[src/logic/eth_pkg.sv]
package eth_pkg;

	// --------------------------------------------------
	// line-side framing constants
	localparam logic [7:0] PREAMBLE_BYTE = 8'h55;
	localparam logic [7:0] SFD_BYTE = 8'hd5;
	localparam int PREAMBLE_LEN = 7;
	localparam int FCS_LEN = 4;
	localparam int IFG_CYCLES = 12;

	localparam logic [31:0] CRC_POLY = 32'h04c11db7;
	localparam logic [31:0] CRC_INIT = 32'hffffffff;
	localparam logic [31:0] CRC_RESIDUE = 32'hc704dd7b; // seen after a good FCS

	// shared by framer and deframer, each uses a subset
	typedef enum logic [2:0] {
		FS_IDLE,
		FS_PREAMBLE,
		FS_SFD,
		FS_DATA,
		FS_FCS,
		FS_GAP,
		FS_COMMIT
	} frame_state_t;

	// --------------------------------------------------
	// one byte through the crc register, d[0] goes in first
	function automatic logic [31:0] next_crc32_d8(input logic [7:0] data,
			input logic [31:0] crc);
		logic [31:0] c;
		logic fb;
		c = crc;
		for (int i = 0; i < 8; i++) begin
			fb = c[31] ^ data[i];
			c = {c[30:0], 1'b0};
			if (fb)
				c = c ^ CRC_POLY;
		end
		return c;
	endfunction

	function automatic logic [7:0] reverse_byte(input logic [7:0] data);
		logic [7:0] r;
		for (int i = 0; i < 8; i++)
			r[i] = data[7 - i];
		return r;
	endfunction

endpackage

[src/logic/host_pkg.sv]
package host_pkg;

	localparam int MAX_LEN = 64;
	localparam int BYTE_ADDR_W = $clog2(MAX_LEN);
	localparam int RING_DEPTH = 4; // one slot is always the fill slot

	typedef logic [7:0] byte_t;
	typedef logic [BYTE_ADDR_W:0] pkt_len_t; // holds 0 to MAX_LEN
	typedef logic [$clog2(RING_DEPTH)-1:0] slot_t;
	typedef logic [15:0] result_t;

	typedef enum logic [2:0] {
		OP_READ = 3'd0,
		OP_READ_LEN = 3'd1,
		OP_READ_NEXT = 3'd2,
		OP_WRITE = 3'd3,
		OP_WRITE_LEN = 3'd4,
		OP_WRITE_NEXT = 3'd5
	} host_op_t;

	// ring write side
	typedef enum logic [2:0] {
		WR_NONE,
		WR_BYTE,
		WR_LEN,
		WR_COMMIT,
		WR_TRIM,
		WR_CLEAR
	} wr_op_t;

	// ring read side
	typedef enum logic [1:0] {
		RD_NONE,
		RD_BYTE,
		RD_LEN,
		RD_RELEASE
	} rd_op_t;

endpackage

[src/logic/tx_framer.sv]
module tx_framer (
	input  logic clock,
	input  logic reset,
	input  logic rd_avail_i,
	output host_pkg::rd_op_t rd_op_o,
	output host_pkg::pkt_len_t rd_addr_o,
	input  host_pkg::result_t rd_result_i,
	output host_pkg::byte_t tx_data_o,
	output logic tx_en_o
);
	import host_pkg::*;
	import eth_pkg::*;

	frame_state_t state;
	logic [3:0] cnt;
	pkt_len_t addr; // read address, one ahead of the wire
	pkt_len_t len;
	logic [31:0] crc;
	logic data_end;
	byte_t payload;
	byte_t tx_byte;

	assign payload = rd_result_i[$bits(byte_t)-1:0];
	assign data_end = (addr == len + 1'b1);
	assign rd_addr_o = addr;

	always_comb begin
		rd_op_o = RD_NONE;
		tx_byte = '0;
		case (state)
			FS_IDLE: begin
				rd_op_o = RD_LEN;
				tx_byte = PREAMBLE_BYTE;
			end
			FS_PREAMBLE: begin
				rd_op_o = RD_BYTE;
				tx_byte = (cnt == PREAMBLE_LEN - 1) ? SFD_BYTE : PREAMBLE_BYTE;
			end
			FS_SFD: begin
				rd_op_o = RD_BYTE;
				tx_byte = payload;
			end
			FS_DATA: begin
				rd_op_o = RD_BYTE;
				tx_byte = data_end ? ~reverse_byte(crc[31:24]) : payload;
			end
			FS_FCS: begin
				if (cnt == FCS_LEN)
					rd_op_o = RD_RELEASE;
				else
					tx_byte = ~reverse_byte(crc[31:24]); // msb first
			end
			default: ;
		endcase
	end

	always_ff @(posedge clock) begin
		tx_data_o <= tx_byte;
		if (state == FS_PREAMBLE && cnt == 0)
			len <= rd_result_i[$bits(pkt_len_t)-1:0]; // RD_LEN from idle
	end

	// --------------------------------------------------
	always_ff @(posedge clock) begin
		if (reset) begin
			state <= FS_IDLE;
			tx_en_o <= 1'b0;
			cnt <= '0;
			addr <= '0;
			crc <= CRC_INIT;
		end else begin
			case (state)
				FS_IDLE: begin
					if (rd_avail_i) begin
						state <= FS_PREAMBLE;
						tx_en_o <= 1'b1;
						cnt <= '0;
						addr <= '0;
						crc <= CRC_INIT;
					end
				end
				FS_PREAMBLE: begin
					if (cnt == PREAMBLE_LEN - 1) begin
						state <= FS_SFD;
						addr <= pkt_len_t'(1);
					end else begin
						cnt <= cnt + 1'b1;
					end
				end
				FS_SFD: begin
					state <= FS_DATA;
					addr <= addr + 1'b1;
					crc <= next_crc32_d8(payload, crc);
				end
				FS_DATA: begin
					if (data_end) begin
						state <= FS_FCS;
						cnt <= 4'd1;
						crc <= crc << 8;
					end else begin
						addr <= addr + 1'b1;
						crc <= next_crc32_d8(payload, crc);
					end
				end
				FS_FCS: begin
					if (cnt == FCS_LEN) begin
						state <= FS_GAP;
						tx_en_o <= 1'b0;
						cnt <= '0;
					end else begin
						cnt <= cnt + 1'b1;
						crc <= crc << 8;
					end
				end
				FS_GAP: begin
					if (cnt == IFG_CYCLES - 1)
						state <= FS_IDLE;
					else
						cnt <= cnt + 1'b1;
				end
				default: state <= FS_IDLE;
			endcase
		end
	end

endmodule

[config.mk]
export PLATFORM = sky130hd
export DESIGN_NAME = tx_framer
export DESIGN_NICKNAME = d
export VERILOG_FILES = /design/src/logic/eth_pkg.sv /design/src/logic/host_pkg.sv /design/src/logic/tx_framer.sv
export SDC_FILE = /design/constraint.sdc
export NUM_CORES = 1
export LEC_CHECK = 0
export ABC_AREA = 1
export ABC_CLOCK_PERIOD_IN_PS = 2550
export CORE_AREA = 2 2 86 88
export CTS_CLUSTER_DIAMETER = 40
export DETAILED_ROUTE_END_ITERATION = 10
export DIE_AREA = 0 0 88 90
export DONT_BUFFER_PORTS = 1
export PLACE_DENSITY = 0.83
export SYNTH_ARGS = -nofsm -noshare
export SYNTH_HDL_FRONTEND = slang
export SYNTH_SLANG_ARGS = --single-unit
export TNS_END_PERCENT = 100
[constraint.sdc]
create_clock -name clock -period 2.55 [get_ports clock]
set_input_delay 0.255 -clock clock [delete_from_list [all_inputs] [get_ports clock]]
set_output_delay 0.255 -clock clock [all_outputs]
set_load 0.02 [all_outputs]
* After elaboration in Yosys (flattened, before gate mapping)
Cells that the tools add are included.
** Cells by class
- $add $sub $neg :: 3
- Equality and inequality tests :: 18
- Multiplexer cells :: 79
- Bitwise gates (word level) :: 31
- Reductions and logical operators :: 13
** Operators by type and width (number)
- two-way mux 32 bit :: 38
- two-way mux 27 bit :: 15
- NOT 14 bit :: 15
- case mux 32 bit (4 select lines) :: 1
- case mux 8 bit (5 select lines) :: 1
- case mux 7 bit (4 select lines) :: 1
- two-way mux 8 bit :: 3
- two-way mux 7 bit :: 3
- two-way mux 4 bit :: 5
- case mux 4 bit (5 select lines) :: 1
- case mux 3 bit (6 select lines) :: 1
- != test 2 bit, second input constant :: 8
- two-way mux 3 bit :: 5
- bitwise XOR 1 bit :: 15
- adder 7 x 1 -> 7 bit, second input constant :: 2
- AND reduction 5 bit :: 2
- equality test 4 x 3 -> 1 bit, second input constant :: 2
- NOT 8 bit :: 1
- nonzero test 4 bit :: 2
- equality test 7 bit :: 1
- equality test 3 x 2 -> 1 bit, second input constant :: 2
- equality test 3 bit, second input constant :: 2
- case mux 2 bit (3 select lines) :: 1
- AND reduction 3 bit :: 2
- 14 further kinds :: 15
** Word-level totals
- Register bits after elaboration :: 62
- Bits of input ports :: 19
- Output and inout bits :: 18
- Word-level logic and storage cells :: 151

* Logic depth before layout (Yosys ltp)
Gate-level depths: netlist of run 1.
- Word-level depth :: 39
- Mapped depth :: 16
- Depth with buffers taken out :: 16

* Worst setup path after synthesis of run 1
OpenSTA, ideal clock, no wires.
- Path kind :: register to register
- Start :: register len[0]
- End :: register crc[29]
- Library setup time :: 0.126 ns
- Arrival :: 1.855 ns
- Data required time :: 2.424 ns
- Path slack :: 0.569 ns
- Stages on the path, launching flop included :: 13
- Buffers on the path :: 1
- Period minus slack after synthesis :: 1.981 ns
- Path through :: edfxtp_1 ha_1 xnor2_1 nand2_1 nor2_4 nand3_2 o21ai_4 nand2_4 buf_6 nand2_1 nand3_1 nand2_1 nand2_1
** Between the ends
- Word-level cells in the longest chain between the ends :: 4
** RTL lines
- start: declaration :: RTL line tx_framer.sv:17 : pkt_len_t len;
- start signal: assignment :: RTL line tx_framer.sv:60 : len <= rd_result_i[$bits(pkt_len_t)-1:0];
- adder 7 x 1 -> 7 bit :: RTL line tx_framer.sv:24 : assign data_end = (addr == len + 1'b1);
- equality test 7 bit :: RTL line tx_framer.sv:24
- two-way mux 32 bit :: RTL line tx_framer.sv:96 : if (data_end) begin
- case mux 32 bit (4 select lines) :: RTL line tx_framer.sv:72 : case (state)
- end signal: assignment :: RTL line tx_framer.sv:93 : crc <= next_crc32_d8(payload, crc);
- end signal: assignment :: RTL line tx_framer.sv:99 : crc <= crc << 8;
- end signal: assignment :: RTL line tx_framer.sv:102 : crc <= next_crc32_d8(payload, crc);
- end: declaration :: RTL line tx_framer.sv:18 : logic [31:0] crc;
No other way between the ends.
A chain may end at the register's enable or synchronous reset.

* Final worst setup path of run 1
- Start :: register len[1]
- End :: register tx_data_o[2]
** Between the ends
- Word-level cells in the longest chain between the ends :: 4
** RTL lines
- adder 7 x 1 -> 7 bit :: RTL line tx_framer.sv:24
- equality test 7 bit :: RTL line tx_framer.sv:24
- two-way mux 8 bit :: RTL line tx_framer.sv:45 : tx_byte = data_end ? ~reverse_byte(crc[31:24]) : payload;
- case mux 8 bit (5 select lines) :: RTL line tx_framer.sv:30 : case (state)
- via tx_byte[2] :: RTL line tx_framer.sv:21 : byte_t tx_byte;
- end signal: assignment :: RTL line tx_framer.sv:58 : tx_data_o <= tx_byte;
- end: declaration :: RTL line tx_framer.sv:8 : output host_pkg::byte_t tx_data_o,
The timed path passes the listed nets, and every way through them passes these cells.

==> results by group, run 1 <==
Clock tree
  • CTS sink count: 62
  • Max Buffers Root-to-Sink: 2
  • Num CTS Buffers: 9
  • CTS H-tree depth: 3
  • Clk Latency, worst-skew pair: 0.35 ns
  • Clock Tree Root: clkbuf_8
  • CTS tree: done
  • Clock transition at path regs: 0.07 ns
  • Post-CTS sizing: 0

Synth
  • Post-Syn Nets: 719
  • Post-synthesis instance total: 695
  • Syn avg cell area: 6.22 um2
  • Area fraction in compound gates after synthesis: 0.0648
  • Largest family of logic cells by synthesized area: simple AND/OR/NAND/NOR gates
  • Synth cell types: 39
  • Syn Std Cell Area: 0.00433 mm2
  • Flops & latches, synth: 62
  • Sequential element share of the synthesized area: 0.303
  • Primary FF master, synth: dfxtp_1
  • Area leader, netlist: nand2_1
  • XOR/XNOR Fraction of Synth Area: 0.0972
  • Synth warnings: 0
  • Synth top cells by count: nand2_1, inv_1, dfxtp_1, nand3_1, xor2_1
  • Top area cells in the synthesized netlist: nand2_1, dfxtp_1, inv_1, xor2_1, nand3_1
  • Most instantiated library cell after synthesis: nand2_1
  • Synth top area share: 0.262
  • Area share of fa/ha/maj cells after synthesis: 0.0145
  • Async set or reset register ratio after synthesis: 0
  • Post-synth EDFFs: 7
  • Post-synthesis simple-gate area fraction: 0.421
  • Mux contribution to synthesized area: 0

Cells and area
  • Nets: 727
  • Ant diodes: 0
  • Share of layout cells above drive strength 1: 0.0734
  • Layout filler cell count: 631
  • Final instance area: 0.00465 mm2
  • Syn-to-layout area delta: 7.55%

Worst setup path
  • CP Class: flip-flop to flip-flop
  • Worst endpoint data arrival time: 2.53 ns
  • CP Launch Type: flip-flop
  • Worst setup EP type: flip-flop
  • CP max FO: 32
  • Critical Path RT: 2.77 ns

STA
  • Final Worst Setup Slack: 0.244 ns
  • Final Cycle Share: 0.904
  • Worst-case clock skew: 0.0166 ns
  • RSZ-0062 raised after global routing: no
  • Worst-Margin Slew: 0.656 ns
  • Final min period: 2.31 ns
  • Relative slew slack: 0.558
  • Final hold violation count: 0
  • # setup viols final: 0
  • Fmax: 434 MHz
  • Final slew viol count: 0
  • Fin Setup TNS: 0 ns
  • Hold WS: 0.0115 ns

Global route
  • GRT overflow: 0
  • Initial antenna violation count: 0
  • Via count of the first global-routing pass: 3797
  • Routing usage on met3: 0.0514
  • First-pass GRT wire length: 17.8 mm
  • Pin count of the biggest net entering global routing: 33
  • GRT busiest layer: met2
  • GR Util All Layers: 0.282
  • Global Route met2 Usage: 0.448
  • Grt met1 use: 0.381

Power
  • Total leakage power: 2.34 nW
  • IR drop worst, VDD: 472 uV
  • Power Density: 1110 mW/mm2

Min path
  • Hold Path Class: primary input to flip-flop

Job
  • Max-capacitance violation count: 0

Floorplan
  • Num rows: 31
  • DIE WIDTH: 88 um
  • Core area: 0.00702 mm2
  • I/O pin count: 37
  • Initial Util: 0.616
  • Full die area: 0.00792 mm2
  • Vert. Die Dim: 90 um

Placed design
  • DP Worst Slack: 0.274 ns
  • Final GP Congestion: 0.970
  • Port Buffer Count: 0
  • DP Area: 0.00442 mm2
  • DP Wirelength: 7.94 mm

Drt
  • DRC: 0
  • ANT nets after route: 0
  • Routed WL: 10.8 mm
  • DR iter-0 viols: 310
  • DR WL/cell: 13.4 um
  • Vias per cell: 5.32
  • DRT Pass-1 Iters: 5
  • Vias: 4296

Outcome
  • Status: finished, final reports clean
==> final cells by class <==
type                       count  area [um2]  area share
inverter                      89         334      0.0718
multi-input combinational    530        2580       0.555
timing repair buffer          11        87.6      0.0188
sequential                    62        1310       0.282
clock inverter                 3        42.5     0.00914
tap                           99         124      0.0266
clock buffer                  13         169      0.0363
==> power by group <==
| group | leakage (nW) | internal [W] | switching (W) | total, W |
|---|---|---|---|---|
| Sequential | 0.514 | 0.00127 | 0.000285 | 0.00155 |
| Combinational | 1.72 | 0.000903 | 0.00177 | 0.00267 |
| Clock | 0.106 | 0.000531 | 0.000390 | 0.000921 |
| Total | 2.34 | 0.00270 | 0.00244 | 0.00515 |
==> path summary, 6_finish.rpt <==
kind	start	end	slack, ns	depth (start not counted)
max	len[1]	tx_data_o[2]	0.24	11
min	rd_result_i[2]	len[2]	0.01	0
max reg2reg	len[1]	tx_data_o[2]	0.24	11
min reg2reg	crc[3]	crc[3]	0.49	2
==> state kept, by name, indices dropped and copies added (netlist names) <==
signal / flops
rd_addr_o: 7
tx_data_o: 8
crc: 32
state: 3
len: 7
tx_en_o: 1
cnt: 4
==> cells in the final DEF (no fill, tap or decap), types with 2 or more instances in the layout <==
master	count
nor2_1	33
nor2_4	2
nand2_2	6
dfxtp_1	55
or2_2	5
clkbuf_8	12
ha_1	5
nor3b_1	3
o22ai_1	6
xnor2_1	12
inv_2	3
nand3_2	3
a21oi_1	18
dlygate4sd3_1	2
inv_1	85
o21ai_1	7
nand3_1	54
xor2_1	36
nand4_1	9
nand2_1	302
buf_4	9
o21ai_0	13
nor2_2	3
edfxtp_1	7
==> cells by family after synthesis <==
logic type               Yosys count
AND/OR/NAND/NOR                  428
buffers and inverters            103
flip-flops                        62
AO/OA/AOI/OAI                     49
XOR/XNOR                          48
adder cells (fa/ha/maj)            5
==> layer usage <==
layer / wire length [um] / share of wire
met1: 4910 / 0.45
met2: 5040 / 0.47
met3: 716 / 0.066
met4: 167 / 0.015
met5: 0 / 0
==> what timing repair did <==
item / in CTS / in global routing
buffers inserted: 0 / 0
hold endpoints to repair: 10 / 0
hold buffers: 2 / 0
endpoints found under the setup margin: 0 / 0
==> metrics by stage <==
| step | total power [W] | utilization | cells |
|---|---|---|---|
| 4_1_cts | 0.00512 | 0.663 | 807 |
| 2_1_floorplan | 0.00364 | - | 695 |
| 3_5_place_dp | 0.00419 | 0.630 | 789 |
| 3_3_place_gp | 0.00410 | 0.630 | 789 |
| 5_1_grt | 0.00559 | 0.663 | 807 |
| 6_report | 0.00515 | 0.663 | 807 |
==> critical path: stages, from the launching register on <==
cell      delay [ns]
edfxtp_1        0.44
ha_1            0.29
nand2_1         0.11
nand2_1         0.06
nand2_1         0.07
nand2_2         0.07
nor2_4          0.09
nand3_2         0.11
o21ai_4         0.29
nand2_4         0.27
inv_1           0.27
o21ai_0         0.11
(Power assumes the default switching activity.)
==> inputs of run 2 (changes only) <==
==> constraint.sdc (replaced) <==
create_clock -name clock -period 2.55 [get_ports clock]
set_input_delay 0.6375 -clock clock [delete_from_list [all_inputs] [get_ports clock]]
set_output_delay 0.6375 -clock clock [all_outputs]
set_load 0.02 [all_outputs]
==> run 2 against run 1 <==
Via count grew 2.9%. Count of clock-buffer cells in the layout shrank 2. Flip-flop and latch count is the same. Die area is the same. Design area shrank 0.83%. Hold slack gained 0.33 ns. Worst setup slack lost 0.031 ns. Combinational power is essentially flat. Clock skew shrank 0.0052 ns. Critical path depth shrank 2. Critical path type unchanged. Critical endpoint is now tx_data_o[7]. Largest power group unchanged.
==> results by group, run 2 (synthesis results as in run 1) <==
Global route
  • GR Util All Layers: 0.295
  • First-pass GRT wire length: 18.6 mm
  • Initial antenna violation count: 0
  • Pin count of the biggest net entering global routing: 33
  • Via count of the first global-routing pass: 4143
  • GRT overflow: 0

Cells and area
  • Share of layout cells above drive strength 1: 0.0736
  • Syn-to-layout area delta: 6.65%
  • Max reg flops: 32
  • Most frequent cells in the layout: nand2_1, inv_1, dfxtp_1, nand3_1, xor2_1
  • Most flop-heavy register: crc
  • Most common cell after layout, fill and taps aside: nand2_1
  • Ant diodes: 0
  • Nets: 726
  • Largest registers: crc: 32 flops, tx_data_o: 8 flops

Placed design
  • Port Buffer Count: 0
  • DP Worst Slack: 0.292 ns
  • Final GP Congestion: 0.921
  • DP Wirelength: 8.04 mm

Min path
  • Min-delay src: reset
  • Hold Path Class: primary input to flip-flop

Clock tree
  • CTS H-tree depth: 3
  • Num CTS Buffers: 9
  • Post-CTS Setup Repair Bufs: 0
  • CTS sink count: 62
  • Clock transition at path regs: 0.08 ns
  • CTS tree: done
  • Post-CTS sizing: 0
  • Clk Latency, worst-skew pair: 0.35 ns
  • Max Buffers Root-to-Sink: 2
  • CTS Hold Bufs: 0
  • Clock Tree Root: clkbuf_8

Power
  • Power Density: 1100 mW/mm2
  • Total leakage power: 2.32 nW
  • IR drop worst, VDD: 513 uV

Worst setup path
  • Worst endpoint data arrival time: 2.57 ns
  • Critical Path RT: 2.79 ns
  • CP max FO: 32
  • Critical Path, Cell by Cell: ha_1 -> xnor2_1 -> nand2_1 -> nor2_4 -> nand3_2 -> o21ai_4 -> nand2_4 -> inv_1 -> o21ai_0
  • CP Launch Type: flip-flop
  • CP Class: flip-flop to flip-flop
  • Worst path bufs/invs: 1
  • Slowest Stage Delay on Critical Path: 0.43 ns
  • CP top delay family: simple AND/OR/NAND/NOR gates
  • Reg-to-reg startpoint: len[1]
  • Critical path startpoint: len[1]
  • Worst setup EP type: flip-flop
  • Slowest CP cell: edfxtp_1

STA
  • RSZ-0062 raised after global routing: no
  • Worst-case clock skew: 0.0114 ns
  • Final slew viol count: 0
  • # setup viols final: 0
  • Final Cycle Share: 0.917
  • Final hold violation count: 0
  • Relative slew slack: 0.554
  • Final Worst Setup Slack: 0.212 ns
  • Fmax: 428 MHz
  • Final min period: 2.34 ns
  • Fin Setup TNS: 0 ns
  • Worst-Margin Slew: 0.662 ns
  • Hold WS: 0.346 ns

Drt
  • DRT Pass-1 Iters: 5
  • Vias: 4419
  • ANT nets after route: 0
  • Routed WL: 11.2 mm
  • Vias per cell: 5.48
  • DR WL/cell: 14.0 um
  • DRC: 0
  • DR iter-0 viols: 459

Floorplan
  • Core area: 0.00702 mm2
  • Full die area: 0.00792 mm2
  • DIE WIDTH: 88 um
  • Initial Util: 0.616
  • I/O pin count: 37
  • Num rows: 31
  • Vert. Die Dim: 90 um

Outcome
  • Status: finished, final reports clean

Job
  • Max-capacitance violation count: 0
==> run 2: where the power goes <==
group	total [W]	switching [W]	internal, W	leakage (nW)
Clock	0.000812	0.000404	0.000408	0.0881
Sequential	0.00155	0.000283	0.00127	0.514
Combinational	0.00270	0.00180	0.000904	1.71
Total	0.00507	0.00248	0.00258	2.32
==> run 2: layout make-up <==
cell class              count  area, um2
repair buffers             10       75.1
inverters                  89        334
fillers                   637       2410
well taps                  99        124
flip-flops and latches     62       1310
multi-input cells         530       2580
clock inverters             5       32.5
clock buffers              11        153
==> run 2: final timing paths <==
check	depth (start not counted)	slack, ns	end
max reg2reg	9	0.21	tx_data_o[7]
max	9	0.21	tx_data_o[7]
min	1	0.35	rd_addr_o[0]
min reg2reg	2	0.51	crc[3]
==> run 2: per-layer routing <==
metal	vias up	share of wire	global-route usage	wire [um]
met2	194	0.46	0.466	5140
li1	2171	-	-	-
met1	2012	0.43	0.384	4800
met5	-	0	0	0
met3	42	0.079	0.0478	894
met4	0	0.037	0.147	413
==> run 2: per-stage QoR <==
stage | power (W) | util | cells | area, um2
2_1_floorplan | 0.00364 | - | 695 | 4330
3_3_place_gp | 0.00409 | 0.631 | 790 | 4430
4_1_cts | 0.00503 | 0.657 | 806 | 4610
5_1_grt | 0.00549 | 0.657 | 806 | 4610
3_5_place_dp | 0.00419 | 0.631 | 790 | 4430
6_report | 0.00507 | 0.657 | 806 | 4610
==> run 2: worst reg2reg max path, delay by kind of cell (launching register included) <==
family          cells  cell delay (ns)
flops               1             0.43
compound gates      2             0.41
fa+ha+maj           1             0.31
xor+xnor            1             0.15
simple gates        4             0.63
buf+inv             1             0.28
